### src/design/riscv_pkg.sv
`default_nettype none

package riscv_pkg;

  // ==========================================================================
  // Base opcodes.
  // ==========================================================================
  localparam logic [6:0] opcode_lui       = 7'b0110111;
  localparam logic [6:0] opcode_auipc     = 7'b0010111;
  localparam logic [6:0] opcode_jal       = 7'b1101111;
  localparam logic [6:0] opcode_jalr      = 7'b1100111;
  localparam logic [6:0] opcode_branch    = 7'b1100011;
  localparam logic [6:0] opcode_load      = 7'b0000011;
  localparam logic [6:0] opcode_store     = 7'b0100011;
  localparam logic [6:0] opcode_immediate = 7'b0010011;
  localparam logic [6:0] opcode_register  = 7'b0110011;
  localparam logic [6:0] opcode_fence     = 7'b0001111;
  localparam logic [6:0] opcode_system    = 7'b1110011;

  // ALU funct3 values.
  localparam logic [2:0] funct_add  = 3'b000;
  localparam logic [2:0] funct_sll  = 3'b001;
  localparam logic [2:0] funct_slt  = 3'b010;
  localparam logic [2:0] funct_sltu = 3'b011;
  localparam logic [2:0] funct_xor  = 3'b100;
  localparam logic [2:0] funct_srl  = 3'b101;
  localparam logic [2:0] funct_or   = 3'b110;
  localparam logic [2:0] funct_and  = 3'b111;

  // Second variant selects sub and sra.
  localparam logic [6:0] funct7_base = 7'b0000000;
  localparam logic [6:0] funct7_alt  = 7'b0100000;

  // addi x0, x0, 0.
  localparam logic [31:0] nop_instr = 32'h0000_0013;

  // ==========================================================================
  // One instruction word, seen as R-type or I-type.
  // ==========================================================================
  typedef union packed {
    struct packed {
      logic [6:0] funct7;
      logic [4:0] rs2;
      logic [4:0] rs1;
      logic [2:0] funct3;
      logic [4:0] rd;
      logic [6:0] opcode;
    } rtype;
    struct packed {
      logic [11:0] imm;
      logic [4:0]  rs1;
      logic [2:0]  funct3;
      logic [4:0]  rd;
      logic [6:0]  opcode;
    } itype;
  } instr_word_t;

endpackage

`default_nettype wire

### src/design/issue_pkg.sv
`default_nettype none

package issue_pkg;

  // ==========================================================================
  // Fetch queue geometry.
  // ==========================================================================
  localparam int unsigned queue_depth       = 8;
  localparam int unsigned queue_index_width = 3;
  localparam int unsigned queue_count_width = 4;

  // Full leaves room for one more two-word strobe.
  localparam int unsigned full_threshold = 4;

  // Issue class of one instruction.
  typedef enum logic {
    class_basic   = 1'b0,
    class_complex = 1'b1
  } issue_class_t;

endpackage

`default_nettype wire

### src/design/fetch_queue.sv
`default_nettype none

module fetch_queue (
  input  logic        clock,
  input  logic        reset,
  input  logic        flush,
  input  logic        fetch_valid,
  input  logic [31:0] fetch_pc,
  input  logic [63:0] fetch_data,
  input  logic [1:0]  issue_count,
  output logic        fetch_full,
  output logic        head0_valid,
  output logic [31:0] head0_pc,
  output logic [31:0] head0_instr,
  output logic        head1_valid,
  output logic [31:0] head1_pc,
  output logic [31:0] head1_instr
);

  logic [31:0] pc_mem    [issue_pkg::queue_depth];
  logic [31:0] instr_mem [issue_pkg::queue_depth];

  logic [issue_pkg::queue_index_width-1:0] wr_ptr;
  logic [issue_pkg::queue_index_width-1:0] rd_ptr;
  logic [issue_pkg::queue_index_width-1:0] wr_ptr1;
  logic [issue_pkg::queue_index_width-1:0] rd_ptr1;
  logic [issue_pkg::queue_index_width-1:0] index_one;

  logic [issue_pkg::queue_count_width-1:0] count;
  logic [issue_pkg::queue_count_width-1:0] count_next;
  logic [issue_pkg::queue_count_width-1:0] count_two;
  logic [issue_pkg::queue_count_width-1:0] retire_count;

  logic accept;

  assign index_one    = {{(issue_pkg::queue_index_width-1){1'b0}}, 1'b1};
  assign count_two    = {{(issue_pkg::queue_count_width-2){1'b0}}, 2'd2};
  assign retire_count = {{(issue_pkg::queue_count_width-2){1'b0}}, issue_count};

  assign wr_ptr1 = wr_ptr + index_one;
  assign rd_ptr1 = rd_ptr + index_one;

  // A strobe while full is dropped.
  assign accept = fetch_valid && !fetch_full && !flush;

  assign count_next = count + (accept ? count_two : '0) - retire_count;

  // ==========================================================================
  // Entry storage.
  // ==========================================================================
  always_ff @(posedge clock) begin
    if (accept) begin
      pc_mem[wr_ptr]     <= fetch_pc;
      instr_mem[wr_ptr]  <= fetch_data[31:0];
      pc_mem[wr_ptr1]    <= fetch_pc + 32'd4;
      instr_mem[wr_ptr1] <= fetch_data[63:32];
    end
  end

  // ==========================================================================
  // Pointers, occupancy and full flag.
  // ==========================================================================
  always_ff @(posedge clock) begin
    if (!reset) begin
      wr_ptr     <= '0;
      rd_ptr     <= '0;
      count      <= '0;
      fetch_full <= 1'b0;
    end else if (flush) begin
      wr_ptr     <= '0;
      rd_ptr     <= '0;
      count      <= '0;
      fetch_full <= 1'b0;
    end else begin
      if (accept) begin
        wr_ptr <= wr_ptr1 + index_one;
      end
      rd_ptr     <= rd_ptr + retire_count[issue_pkg::queue_index_width-1:0];
      count      <= count_next;
      fetch_full <= (count_next > issue_pkg::full_threshold);
    end
  end

  // Oldest two entries.
  assign head0_valid = (count != '0);
  assign head1_valid = (count >= count_two);

  assign head0_pc    = head0_valid ? pc_mem[rd_ptr] : 32'd0;
  assign head0_instr = head0_valid ? instr_mem[rd_ptr] : riscv_pkg::nop_instr;
  assign head1_pc    = head1_valid ? pc_mem[rd_ptr1] : 32'd0;
  assign head1_instr = head1_valid ? instr_mem[rd_ptr1] : riscv_pkg::nop_instr;

endmodule

`default_nettype wire

### src/design/instr_classify.sv
`default_nettype none

module instr_classify (
  input  riscv_pkg::instr_word_t  instr,
  output issue_pkg::issue_class_t instr_class,
  output logic                    wren,
  output logic                    rden1,
  output logic                    rden2,
  output logic [4:0]              waddr,
  output logic [4:0]              raddr1,
  output logic [4:0]              raddr2
);

  logic       write_sel;
  logic [6:0] shift_funct7;

  // Shift-immediate qualifier sits in the upper immediate bits.
  assign shift_funct7 = instr.itype.imm[11:5];

  assign waddr  = instr.rtype.rd;
  assign raddr1 = instr.rtype.rs1;
  assign raddr2 = instr.rtype.rs2;

  // No register write for rd x0.
  assign wren = write_sel && (instr.rtype.rd != 5'd0);

  always_comb begin
    instr_class = issue_pkg::class_complex;
    write_sel   = 1'b0;
    rden1       = 1'b0;
    rden2       = 1'b0;

    case (instr.rtype.opcode)
      riscv_pkg::opcode_lui, riscv_pkg::opcode_auipc, riscv_pkg::opcode_jal: begin
        instr_class = issue_pkg::class_basic;
        write_sel   = 1'b1;
      end
      riscv_pkg::opcode_jalr: begin
        instr_class = issue_pkg::class_basic;
        write_sel   = 1'b1;
        rden1       = 1'b1;
      end
      riscv_pkg::opcode_branch, riscv_pkg::opcode_store: begin
        rden1 = 1'b1;
        rden2 = 1'b1;
      end
      riscv_pkg::opcode_load: begin
        write_sel = 1'b1;
        rden1     = 1'b1;
      end
      riscv_pkg::opcode_immediate: begin
        write_sel = 1'b1;
        rden1     = 1'b1;
        case (instr.itype.funct3)
          riscv_pkg::funct_add, riscv_pkg::funct_slt, riscv_pkg::funct_sltu,
          riscv_pkg::funct_and, riscv_pkg::funct_or, riscv_pkg::funct_xor: begin
            instr_class = issue_pkg::class_basic;
          end
          riscv_pkg::funct_sll: begin
            if (shift_funct7 == riscv_pkg::funct7_base) begin
              instr_class = issue_pkg::class_basic;
            end
          end
          riscv_pkg::funct_srl: begin
            if (shift_funct7 == riscv_pkg::funct7_base ||
                shift_funct7 == riscv_pkg::funct7_alt) begin
              instr_class = issue_pkg::class_basic;
            end
          end
          default: begin
          end
        endcase
      end
      riscv_pkg::opcode_register: begin
        write_sel = 1'b1;
        rden1     = 1'b1;
        rden2     = 1'b1;
        if (instr.rtype.funct7 == riscv_pkg::funct7_base) begin
          instr_class = issue_pkg::class_basic;
        end else if (instr.rtype.funct7 == riscv_pkg::funct7_alt &&
                     (instr.rtype.funct3 == riscv_pkg::funct_add ||
                      instr.rtype.funct3 == riscv_pkg::funct_srl)) begin
          instr_class = issue_pkg::class_basic;
        end
      end
      riscv_pkg::opcode_fence: begin
        // Ordering only.
        write_sel = 1'b0;
      end
      riscv_pkg::opcode_system: begin
        // CSR ops; funct3 1 to 3 take rs1, the rest an immediate.
        write_sel = (instr.itype.funct3 != 3'd0);
        rden1     = (instr.itype.funct3 != 3'd0) && !instr.itype.funct3[2];
      end
      default: begin
      end
    endcase
  end

endmodule

`default_nettype wire

### src/design/pair_select.sv
`default_nettype none

module pair_select (
  input  logic                    hold,
  input  logic                    head0_valid,
  input  logic [31:0]             head0_pc,
  input  logic [31:0]             head0_instr,
  input  logic                    head1_valid,
  input  logic [31:0]             head1_pc,
  input  logic [31:0]             head1_instr,
  input  issue_pkg::issue_class_t class0,
  input  logic                    wren0,
  input  logic [4:0]              waddr0,
  input  issue_pkg::issue_class_t class1,
  input  logic                    rden1_1,
  input  logic                    rden2_1,
  input  logic [4:0]              raddr1_1,
  input  logic [4:0]              raddr2_1,
  output logic [1:0]              issue_count,
  output logic                    issue_swap,
  output logic [31:0]             lane0_pc,
  output logic [31:0]             lane0_npc,
  output logic [31:0]             lane0_instr,
  output logic [31:0]             lane1_pc,
  output logic [31:0]             lane1_npc,
  output logic [31:0]             lane1_instr
);

  logic        raw_hazard;
  logic        both_complex;
  logic [31:0] head0_npc;
  logic [31:0] head1_npc;

  // Head 1 reads what head 0 writes.
  assign raw_hazard = wren0 &&
                      ((rden1_1 && raddr1_1 == waddr0) ||
                       (rden2_1 && raddr2_1 == waddr0));

  assign both_complex = (class0 == issue_pkg::class_complex) &&
                        (class1 == issue_pkg::class_complex);

  // ==========================================================================
  // Pairing decision.
  // ==========================================================================
  always_comb begin
    if (hold || !head0_valid) begin
      issue_count = 2'd0;
    end else if (!head1_valid || both_complex || raw_hazard) begin
      issue_count = 2'd1;
    end else begin
      issue_count = 2'd2;
    end
  end

  // Complex op goes to lane 0.
  assign issue_swap = (issue_count == 2'd2) &&
                      (class0 == issue_pkg::class_basic) &&
                      (class1 == issue_pkg::class_complex);

  // Compressed encodings step by two.
  assign head0_npc = head0_pc + ((head0_instr[1:0] == 2'b11) ? 32'd4 : 32'd2);
  assign head1_npc = head1_pc + ((head1_instr[1:0] == 2'b11) ? 32'd4 : 32'd2);

  // ==========================================================================
  // Lane outputs.
  // ==========================================================================
  always_comb begin
    lane0_pc    = 32'd0;
    lane0_npc   = 32'd0;
    lane0_instr = riscv_pkg::nop_instr;
    lane1_pc    = 32'd0;
    lane1_npc   = 32'd0;
    lane1_instr = riscv_pkg::nop_instr;
    if (issue_swap) begin
      lane0_pc    = head1_pc;
      lane0_npc   = head1_npc;
      lane0_instr = head1_instr;
      lane1_pc    = head0_pc;
      lane1_npc   = head0_npc;
      lane1_instr = head0_instr;
    end else begin
      if (issue_count != 2'd0) begin
        lane0_pc    = head0_pc;
        lane0_npc   = head0_npc;
        lane0_instr = head0_instr;
      end
      if (issue_count == 2'd2) begin
        lane1_pc    = head1_pc;
        lane1_npc   = head1_npc;
        lane1_instr = head1_instr;
      end
    end
  end

endmodule

`default_nettype wire

### src/design/issue_top.sv
`default_nettype none

module issue_top (
  input  logic        clock,
  input  logic        reset,
  input  logic        fetch_valid,
  input  logic [31:0] fetch_pc,
  input  logic [63:0] fetch_data,
  input  logic        flush,
  input  logic        hold,
  output logic        fetch_full,
  output logic [1:0]  issue_count,
  output logic        issue_swap,
  output logic [31:0] lane0_pc,
  output logic [31:0] lane0_npc,
  output logic [31:0] lane0_instr,
  output logic [31:0] lane1_pc,
  output logic [31:0] lane1_npc,
  output logic [31:0] lane1_instr
);

  logic        head0_valid;
  logic [31:0] head0_pc;
  logic [31:0] head0_instr;
  logic        head1_valid;
  logic [31:0] head1_pc;
  logic [31:0] head1_instr;

  issue_pkg::issue_class_t class0;
  issue_pkg::issue_class_t class1;

  logic       wren0;
  logic [4:0] waddr0;
  logic       rden1_1;
  logic       rden2_1;
  logic [4:0] raddr1_1;
  logic [4:0] raddr2_1;

  fetch_queue queue (
    .clock       (clock),
    .reset       (reset),
    .flush       (flush),
    .fetch_valid (fetch_valid),
    .fetch_pc    (fetch_pc),
    .fetch_data  (fetch_data),
    .issue_count (issue_count),
    .fetch_full  (fetch_full),
    .head0_valid (head0_valid),
    .head0_pc    (head0_pc),
    .head0_instr (head0_instr),
    .head1_valid (head1_valid),
    .head1_pc    (head1_pc),
    .head1_instr (head1_instr)
  );

  // Slot 0 only writes, slot 1 only reads, for the hazard check.
  instr_classify slot0 (
    .instr       (head0_instr),
    .instr_class (class0),
    .wren        (wren0),
    .rden1       (),
    .rden2       (),
    .waddr       (waddr0),
    .raddr1      (),
    .raddr2      ()
  );

  instr_classify slot1 (
    .instr       (head1_instr),
    .instr_class (class1),
    .wren        (),
    .rden1       (rden1_1),
    .rden2       (rden2_1),
    .waddr       (),
    .raddr1      (raddr1_1),
    .raddr2      (raddr2_1)
  );

  pair_select select (
    .hold        (hold),
    .head0_valid (head0_valid),
    .head0_pc    (head0_pc),
    .head0_instr (head0_instr),
    .head1_valid (head1_valid),
    .head1_pc    (head1_pc),
    .head1_instr (head1_instr),
    .class0      (class0),
    .wren0       (wren0),
    .waddr0      (waddr0),
    .class1      (class1),
    .rden1_1     (rden1_1),
    .rden2_1     (rden2_1),
    .raddr1_1    (raddr1_1),
    .raddr2_1    (raddr2_1),
    .issue_count (issue_count),
    .issue_swap  (issue_swap),
    .lane0_pc    (lane0_pc),
    .lane0_npc   (lane0_npc),
    .lane0_instr (lane0_instr),
    .lane1_pc    (lane1_pc),
    .lane1_npc   (lane1_npc),
    .lane1_instr (lane1_instr)
  );

endmodule

`default_nettype wire

### config.mk
export PLATFORM = sky130hd
export DESIGN_NAME = issue_top
export DESIGN_NICKNAME = d
export VERILOG_FILES = /design/src/design/riscv_pkg.sv /design/src/design/issue_pkg.sv /design/src/design/fetch_queue.sv /design/src/design/instr_classify.sv /design/src/design/pair_select.sv /design/src/design/issue_top.sv
export SDC_FILE = /design/constraint.sdc
export NUM_CORES = 1
export LEC_CHECK = 0
export BUFFER_PORTS_ARGS = -buffer_cell sky130_fd_sc_hd__buf_2
export CORE_ASPECT_RATIO = 0.6
export CORE_UTILIZATION = 65
export CTS_CLUSTER_SIZE = 14
export DETAILED_ROUTE_END_ITERATION = 12
export PLACE_DENSITY = 0.84
export SLEW_MARGIN = 20
export SYNTH_ARGS = -nofsm -noshare
export SYNTH_HDL_FRONTEND = slang
export SYNTH_HIERARCHICAL = 1
export SYNTH_SLANG_ARGS = --single-unit
### constraint.sdc
create_clock -name clock -period 6.9 [get_ports clock]
set_clock_uncertainty 0.1 [all_clocks]
set_input_delay 0.345 -clock clock [delete_from_list [all_inputs] [get_ports clock]]
set_output_delay 0.345 -clock clock [all_outputs]
set_load 0.02 [all_outputs]
==> impl_metrics.yaml, run 1 <==
cts:
  clockBufferDepth: 3
  cts_tree: "yes"
  htreeDepth: 2
  cts_sinks: 522
  numCtsBuffers: 49
  insertion_delay_ns: 0.59
  clkTransAtPathRegs_ns: 0.06
  cts-root-buf: "clkbuf_16"
  cts_resized: 0
timing:
  finalHoldViolations: 0
  min_period_ns: 6.42
  max-slew-margin-rel_pct: 18.5
  rsz0062_at_grt: "false"
  worst_pin_slew_ns: 1.22
  timing.final.crit_share_pct: 93.0
  holdWs_ns: 0.0183
  setup_viol: 0
  slew_violations: 0
  fmax_mhz: 156
  fin_tns_setup_ns: 0
final_layout:
  area_delta_synth_final_pct: 11.6
  drive_above_1_share_pct: 26.4
  mostFrequentLayoutCells: "nand2_1 (580), edfxtp_1 (512), buf_2 (296)"
  fin_nets: 2878
  layout_commonest_cell: "nand2_1"
  fin_util_pct: 73.8
  design_area_um2: 35500
grt:
  antenna_found_initial: 5
  grt_first_pass_wirelength_um: 149000
  grt_usage_pct: 40.1
  overflow: 0
  grt_pass1_vias: 24252
  grt_max_degree: 102
worst_setup_path:
  cp_slowest_cell: "nand3b_1"
  startpoint_type: "flip-flop"
  critPathMaxStageDelay_ns: 0.97
  required_ns: 6.45
  crit_type: "flip-flop to output port"
  path_max_fanout: 40
  cp.arrival_ns: 5.97
  cp_cell_sequence: "ha_4 -> mux4_2 -> nand2_1 -> a21oi_1 -> nor4_1 -> a311o_1 -> a41oi_1 -> nand3b_1 -> buf_4 -> o22ai_1 -> buf_2"
  crit_buf_inv: 2
  critical_path.top_delay_family: "simple AND/OR/NAND/NOR gates"
  cp-end-kind: "output port"
floorplanning:
  start_util_pct: 66.2
  num_rows: 62
  die_x_um: 287
  coreArea_um2: 48000
  fp.dieH_um: 173
  ios: 297
  die-area_um2: 49800
flow_run:
  cap_viol_max_count: 0
power:
  peakVddDrop_uv: 195
  p_leak_uw: 0.0124
  p_per_area_nw_per_um2: 298
yosys:
  synth_area_um2: 31800
  yosysWarnings: 6
  synth_cells: 2583
  syn_area_per_cell_um2: 12.3
  syn-num-nets: 2707
drt:
  viasPerCell: 7.38
  first_iter_violations: 4594
  routed_wl_um: 101000
  vias: 25360
  postRouteAntennaNets: 0
  drt_first_pass_iters: 9
  drt_drc_violations_left: 0
  wl_per_cell_um: 29.5
worst_hold_path:
  hold_path_class: "input port to flip-flop"
placement:
  numPortBuffers: 296
  place_area_um2: 33200
  hpwl_um: 62900
  globalplace.congestion: 1.01
run_status:
  status: "completed"
-- flip-flops by register name, indices dropped and copies added, names as in the netlist --
register,cells
queue/instr_mem,256
queue/rd_ptr,3
queue/pc_mem,256
queue/fetch_full,1
queue/wr_ptr,2
queue/count,4
-- final timing paths --
kind / from / slack, ns / to / depth (start not counted)
worst min-delay path: fetch_pc[20] / 0.02 / queue/pc_mem[0][20]$_DFFE_PP_ / 1
worst min register to register: queue/wr_ptr[2]$_SDFFE_PP0P_ / 0.57 / queue/wr_ptr[2]$_SDFFE_PP0P_ / 2
worst max-delay path: queue/rd_ptr[0]$_SDFF_PP0_ / 0.48 / lane1_npc[8] / 11
worst max register to register: queue/rd_ptr[0]$_SDFF_PP0_ / 1.10 / queue/fetch_full$_SDFF_PP0_ / 18
-- worst reg2reg max path: cells and delay by family, from the launching register on --
kind / cells / cell delay (ns)
buffers and inverters: 3 / 0.50
muxes: 1 / 0.34
AOI/OAI and AO/OA: 3 / 0.68
xor gates and xnor gates: 1 / 0.24
adders and majority gates: 4 / 1.77
and+or+nand+nor: 6 / 1.37
DFF: 1 / 0.66
-- report_power, final --
part           switching, uW  internal [uW]  total (uW)
clock                   1200           1460        2650
combinational           2700           1500        4200
sequential              80.2           3620        3700
total                   3970           6570       10500
-- stage by stage --
stage               cells  setup WS (ns)  power [uW]
finish               3437          0.482       10500
global route         3435          0.367       10800
CTS                  3429          0.555       10400
detailed placement   3277           1.21        7690
global placement     3277           1.35        7580
floorplan            2583           2.17        6520
-- final cells by class --
class	count	area (um2)
antenna	7	17.5
clock buffer	59	1310
clock inverter	28	208
fill	2942	12600
inverter	29	124
multi-input combinational	1730	14700
sequential	522	15600
tap	640	801
timing repair buffer	422	2700
-- layer usage --
layer | share of wire [%] | routed length, um | up-vias | track usage (%)
met3 | 16 | 16400 | 507 | 11.0
met5 | 0 | 0 | - | 0
met4 | 5.3 | 5390 | 0 | 19.8
met1 | 34 | 34000 | 12234 | 55.3
li1 | - | - | 10009 | -
met2 | 45 | 45600 | 2610 | 59.5
-- repair_timing --
action                                 4_1_cts  5_1_grt
endpoints found under the hold margin      249        0
setup buffers                                0        0
hold buffers                                65        0
(Power assumes the default switching activity.)
==> run 2: changes to the inputs <==
- CORE_ASPECT_RATIO: 0.6 -> 1.5
- clock period: 6.9 -> 7.44 ns (I/O delays scaled with it)
==> run 2 against run 1 <==
  * Wire length is 1.8% higher
  * Sequential power is 7.3% lower
  * Non-clock buffer count is 18 lower
  * Register-to-register slack better by 0.43 ns
  * First-iteration DRC count is 20% lower
  * Worst setup slack worse by 0.012 ns
  * Cell area is 0.48% lower
  * Combinational power is 6.4% lower
  * Clock power is 6% lower
  * Largest power group unchanged
==> impl_metrics.yaml, run 2 (synthesis results as in run 1) <==
timing:
  fmax_mhz: 143
  worst_pin_slew_ns: 1.25
  max-slew-margin-rel_pct: 16.7
  setup_viol: 0
  slew_violations: 0
  min_period_ns: 6.97
  finalHoldViolations: 0
  fin_tns_setup_ns: 0
  timing.final.crit_share_pct: 93.7
  rsz0062_at_grt: "false"
floorplanning:
  die_x_um: 183
  ios: 297
  start_util_pct: 66.3
  coreArea_um2: 47900
  fp.dieH_um: 273
  die-area_um2: 49800
  num_rows: 98
grt:
  antenna_found_initial: 7
  grt_first_pass_wirelength_um: 153000
  grt_max_degree: 130
  grt_pass1_vias: 25499
  grt_usage_pct: 41.9
  overflow: 0
drt:
  routed_wl_um: 103000
  vias: 25019
  drt_drc_violations_left: 0
  drt_first_pass_iters: 6
  first_iter_violations: 3669
  postRouteAntennaNets: 0
  wl_per_cell_um: 30.1
  viasPerCell: 7.30
worst_setup_path:
  crit_type: "flip-flop to output port"
  cp_slowest_cell: "ha_4"
  critPathMaxStageDelay_ns: 0.81
  path_max_fanout: 86
  crit_top_cell: "nand2_1"
  cp.arrival_ns: 6.50
  required_ns: 6.97
  cp_cell_sequence: "ha_4 -> buf_4 -> mux4_2 -> nand2_1 -> a21oi_1 -> o21ai_1 -> a311o_1 -> a41oi_1 -> nand2_1 -> nor2_1 -> nand2_2 -> inv_4 -> buf_12 -> a22o_1 -> buf_2"
  startpoint_type: "flip-flop"
  crit_buf_inv: 4
  cp-end-kind: "output port"
  critical_path.top_delay_family: "buffers and inverters"
cts:
  numCtsBuffers: 48
  cts_resized: 0
  clkTransAtPathRegs_ns: 0.06
  cts-root-buf: "clkbuf_16"
  cts_tree: "yes"
  htreeDepth: 2
  insertion_delay_ns: 0.61
  clockBufferDepth: 3
  cts_setup_buffers: 0
  cts_hold_buffers: 59
  cts_sinks: 522
placement:
  globalplace.congestion: 0.934
  hpwl_um: 62900
  numPortBuffers: 296
power:
  peakVddDrop_uv: 206
  p_per_area_nw_per_um2: 279
  p_leak_uw: 0.0123
final_layout:
  multiInputGateArea_um2: 14700
  area_delta_synth_final_pct: 11.1
  seq_area_um2: 15600
  mostFrequentLayoutCells: "nand2_1 (580), edfxtp_1 (512), buf_2 (296)"
  fin_util_pct: 73.6
  drive_above_1_share_pct: 26.0
  fin_nets: 2859
  fillers: 2860
  largestRegisters: "queue/instr_mem: 256 flops, queue/pc_mem: 256 flops, queue/count: 4 flops"
  layout_commonest_cell: "nand2_1"
flow_run:
  cap_viol_max_count: 0
worst_hold_path:
  hold_path_class: "input port to flip-flop"
run_status:
  status: "completed"
## run 2: power by group
group | internal (uW) | switching, uW | leakage, uW | total, uW
clock network | 1360 | 1120 | 0.000735 | 2480
registers | 3350 | 76.4 | 0.00473 | 3430
logic | 1340 | 2580 | 0.00687 | 3930
total | 6050 | 3780 | 0.0123 | 9830
## run 2: path summary, 6_finish.rpt
check / slack, ns / depth (start not counted) / start / end
setup / recovery: 0.47 / 15 / queue/rd_ptr[0]$_SDFF_PP0_ / lane1_instr[16]
hold / removal: 0.01 / 3 / fetch_data[44] / queue/instr_mem[3][12]$_DFFE_PP_
setup reg to reg: 1.53 / 19 / queue/rd_ptr[0]$_SDFF_PP0_ / queue/fetch_full$_SDFF_PP0_
hold reg to reg: 0.49 / 2 / queue/wr_ptr[2]$_SDFFE_PP0P_ / queue/wr_ptr[2]$_SDFFE_PP0P_
## run 2: metal layers
metal,global-route usage [%],vias up,wire [um]
li1,-,9968,-
met1,47.9,11867,30600
met2,66.9,2521,48800
met3,10.8,661,14400
met4,33.9,2,9390
met5,0,-,11
## run 2: worst register-to-register path: stages (launching register included)
cell and delay [ns]:
dfxtp_4 0.74, ha_4 0.82, buf_4 0.47, mux4_2 0.28, nand2_1 0.06, a21oi_1 0.40, nor2_1 0.10, o32ai_1 0.26
a21oi_1 0.11, nor3_1 0.16, nand3_1 0.14, o221a_2 0.35, and3_1 0.29, fa_1 0.49, inv_1 0.07, ha_1 0.14
inv_1 0.05, fa_1 0.38, xnor2_1 0.22, o22ai_1 0.12
## run 2: through the flow
stage / power, uW / setup WS (ns) / hold WS, ns / area, um2 / cells
5_1_grt: 10000 / 0.243 / 0.00754 / 35300 / 3429
3_3_place_gp: 7050 / 1.65 / 0.445 / 33200 / 3276
3_5_place_dp: 7160 / 1.39 / 0.489 / 33200 / 3276
4_1_cts: 9640 / 0.719 / 0.00536 / 35300 / 3423
2_1_floorplan: 6050 / 2.71 / 0.371 / 31800 / 2583
6_report: 9830 / 0.470 / 0.0148 / 35300 / 3429
## run 2: area by class of cell
cell class / instances / share of cell area, %
diodes: 6 / 0.0426
clock buffers: 67 / 3.78
clock inverters: 21 / 0.535
inverters: 29 / 0.344
multi-input cells: 1730 / 41.7
flip-flops and latches: 522 / 44.2
well taps: 650 / 2.31
repair buffers: 404 / 7.13
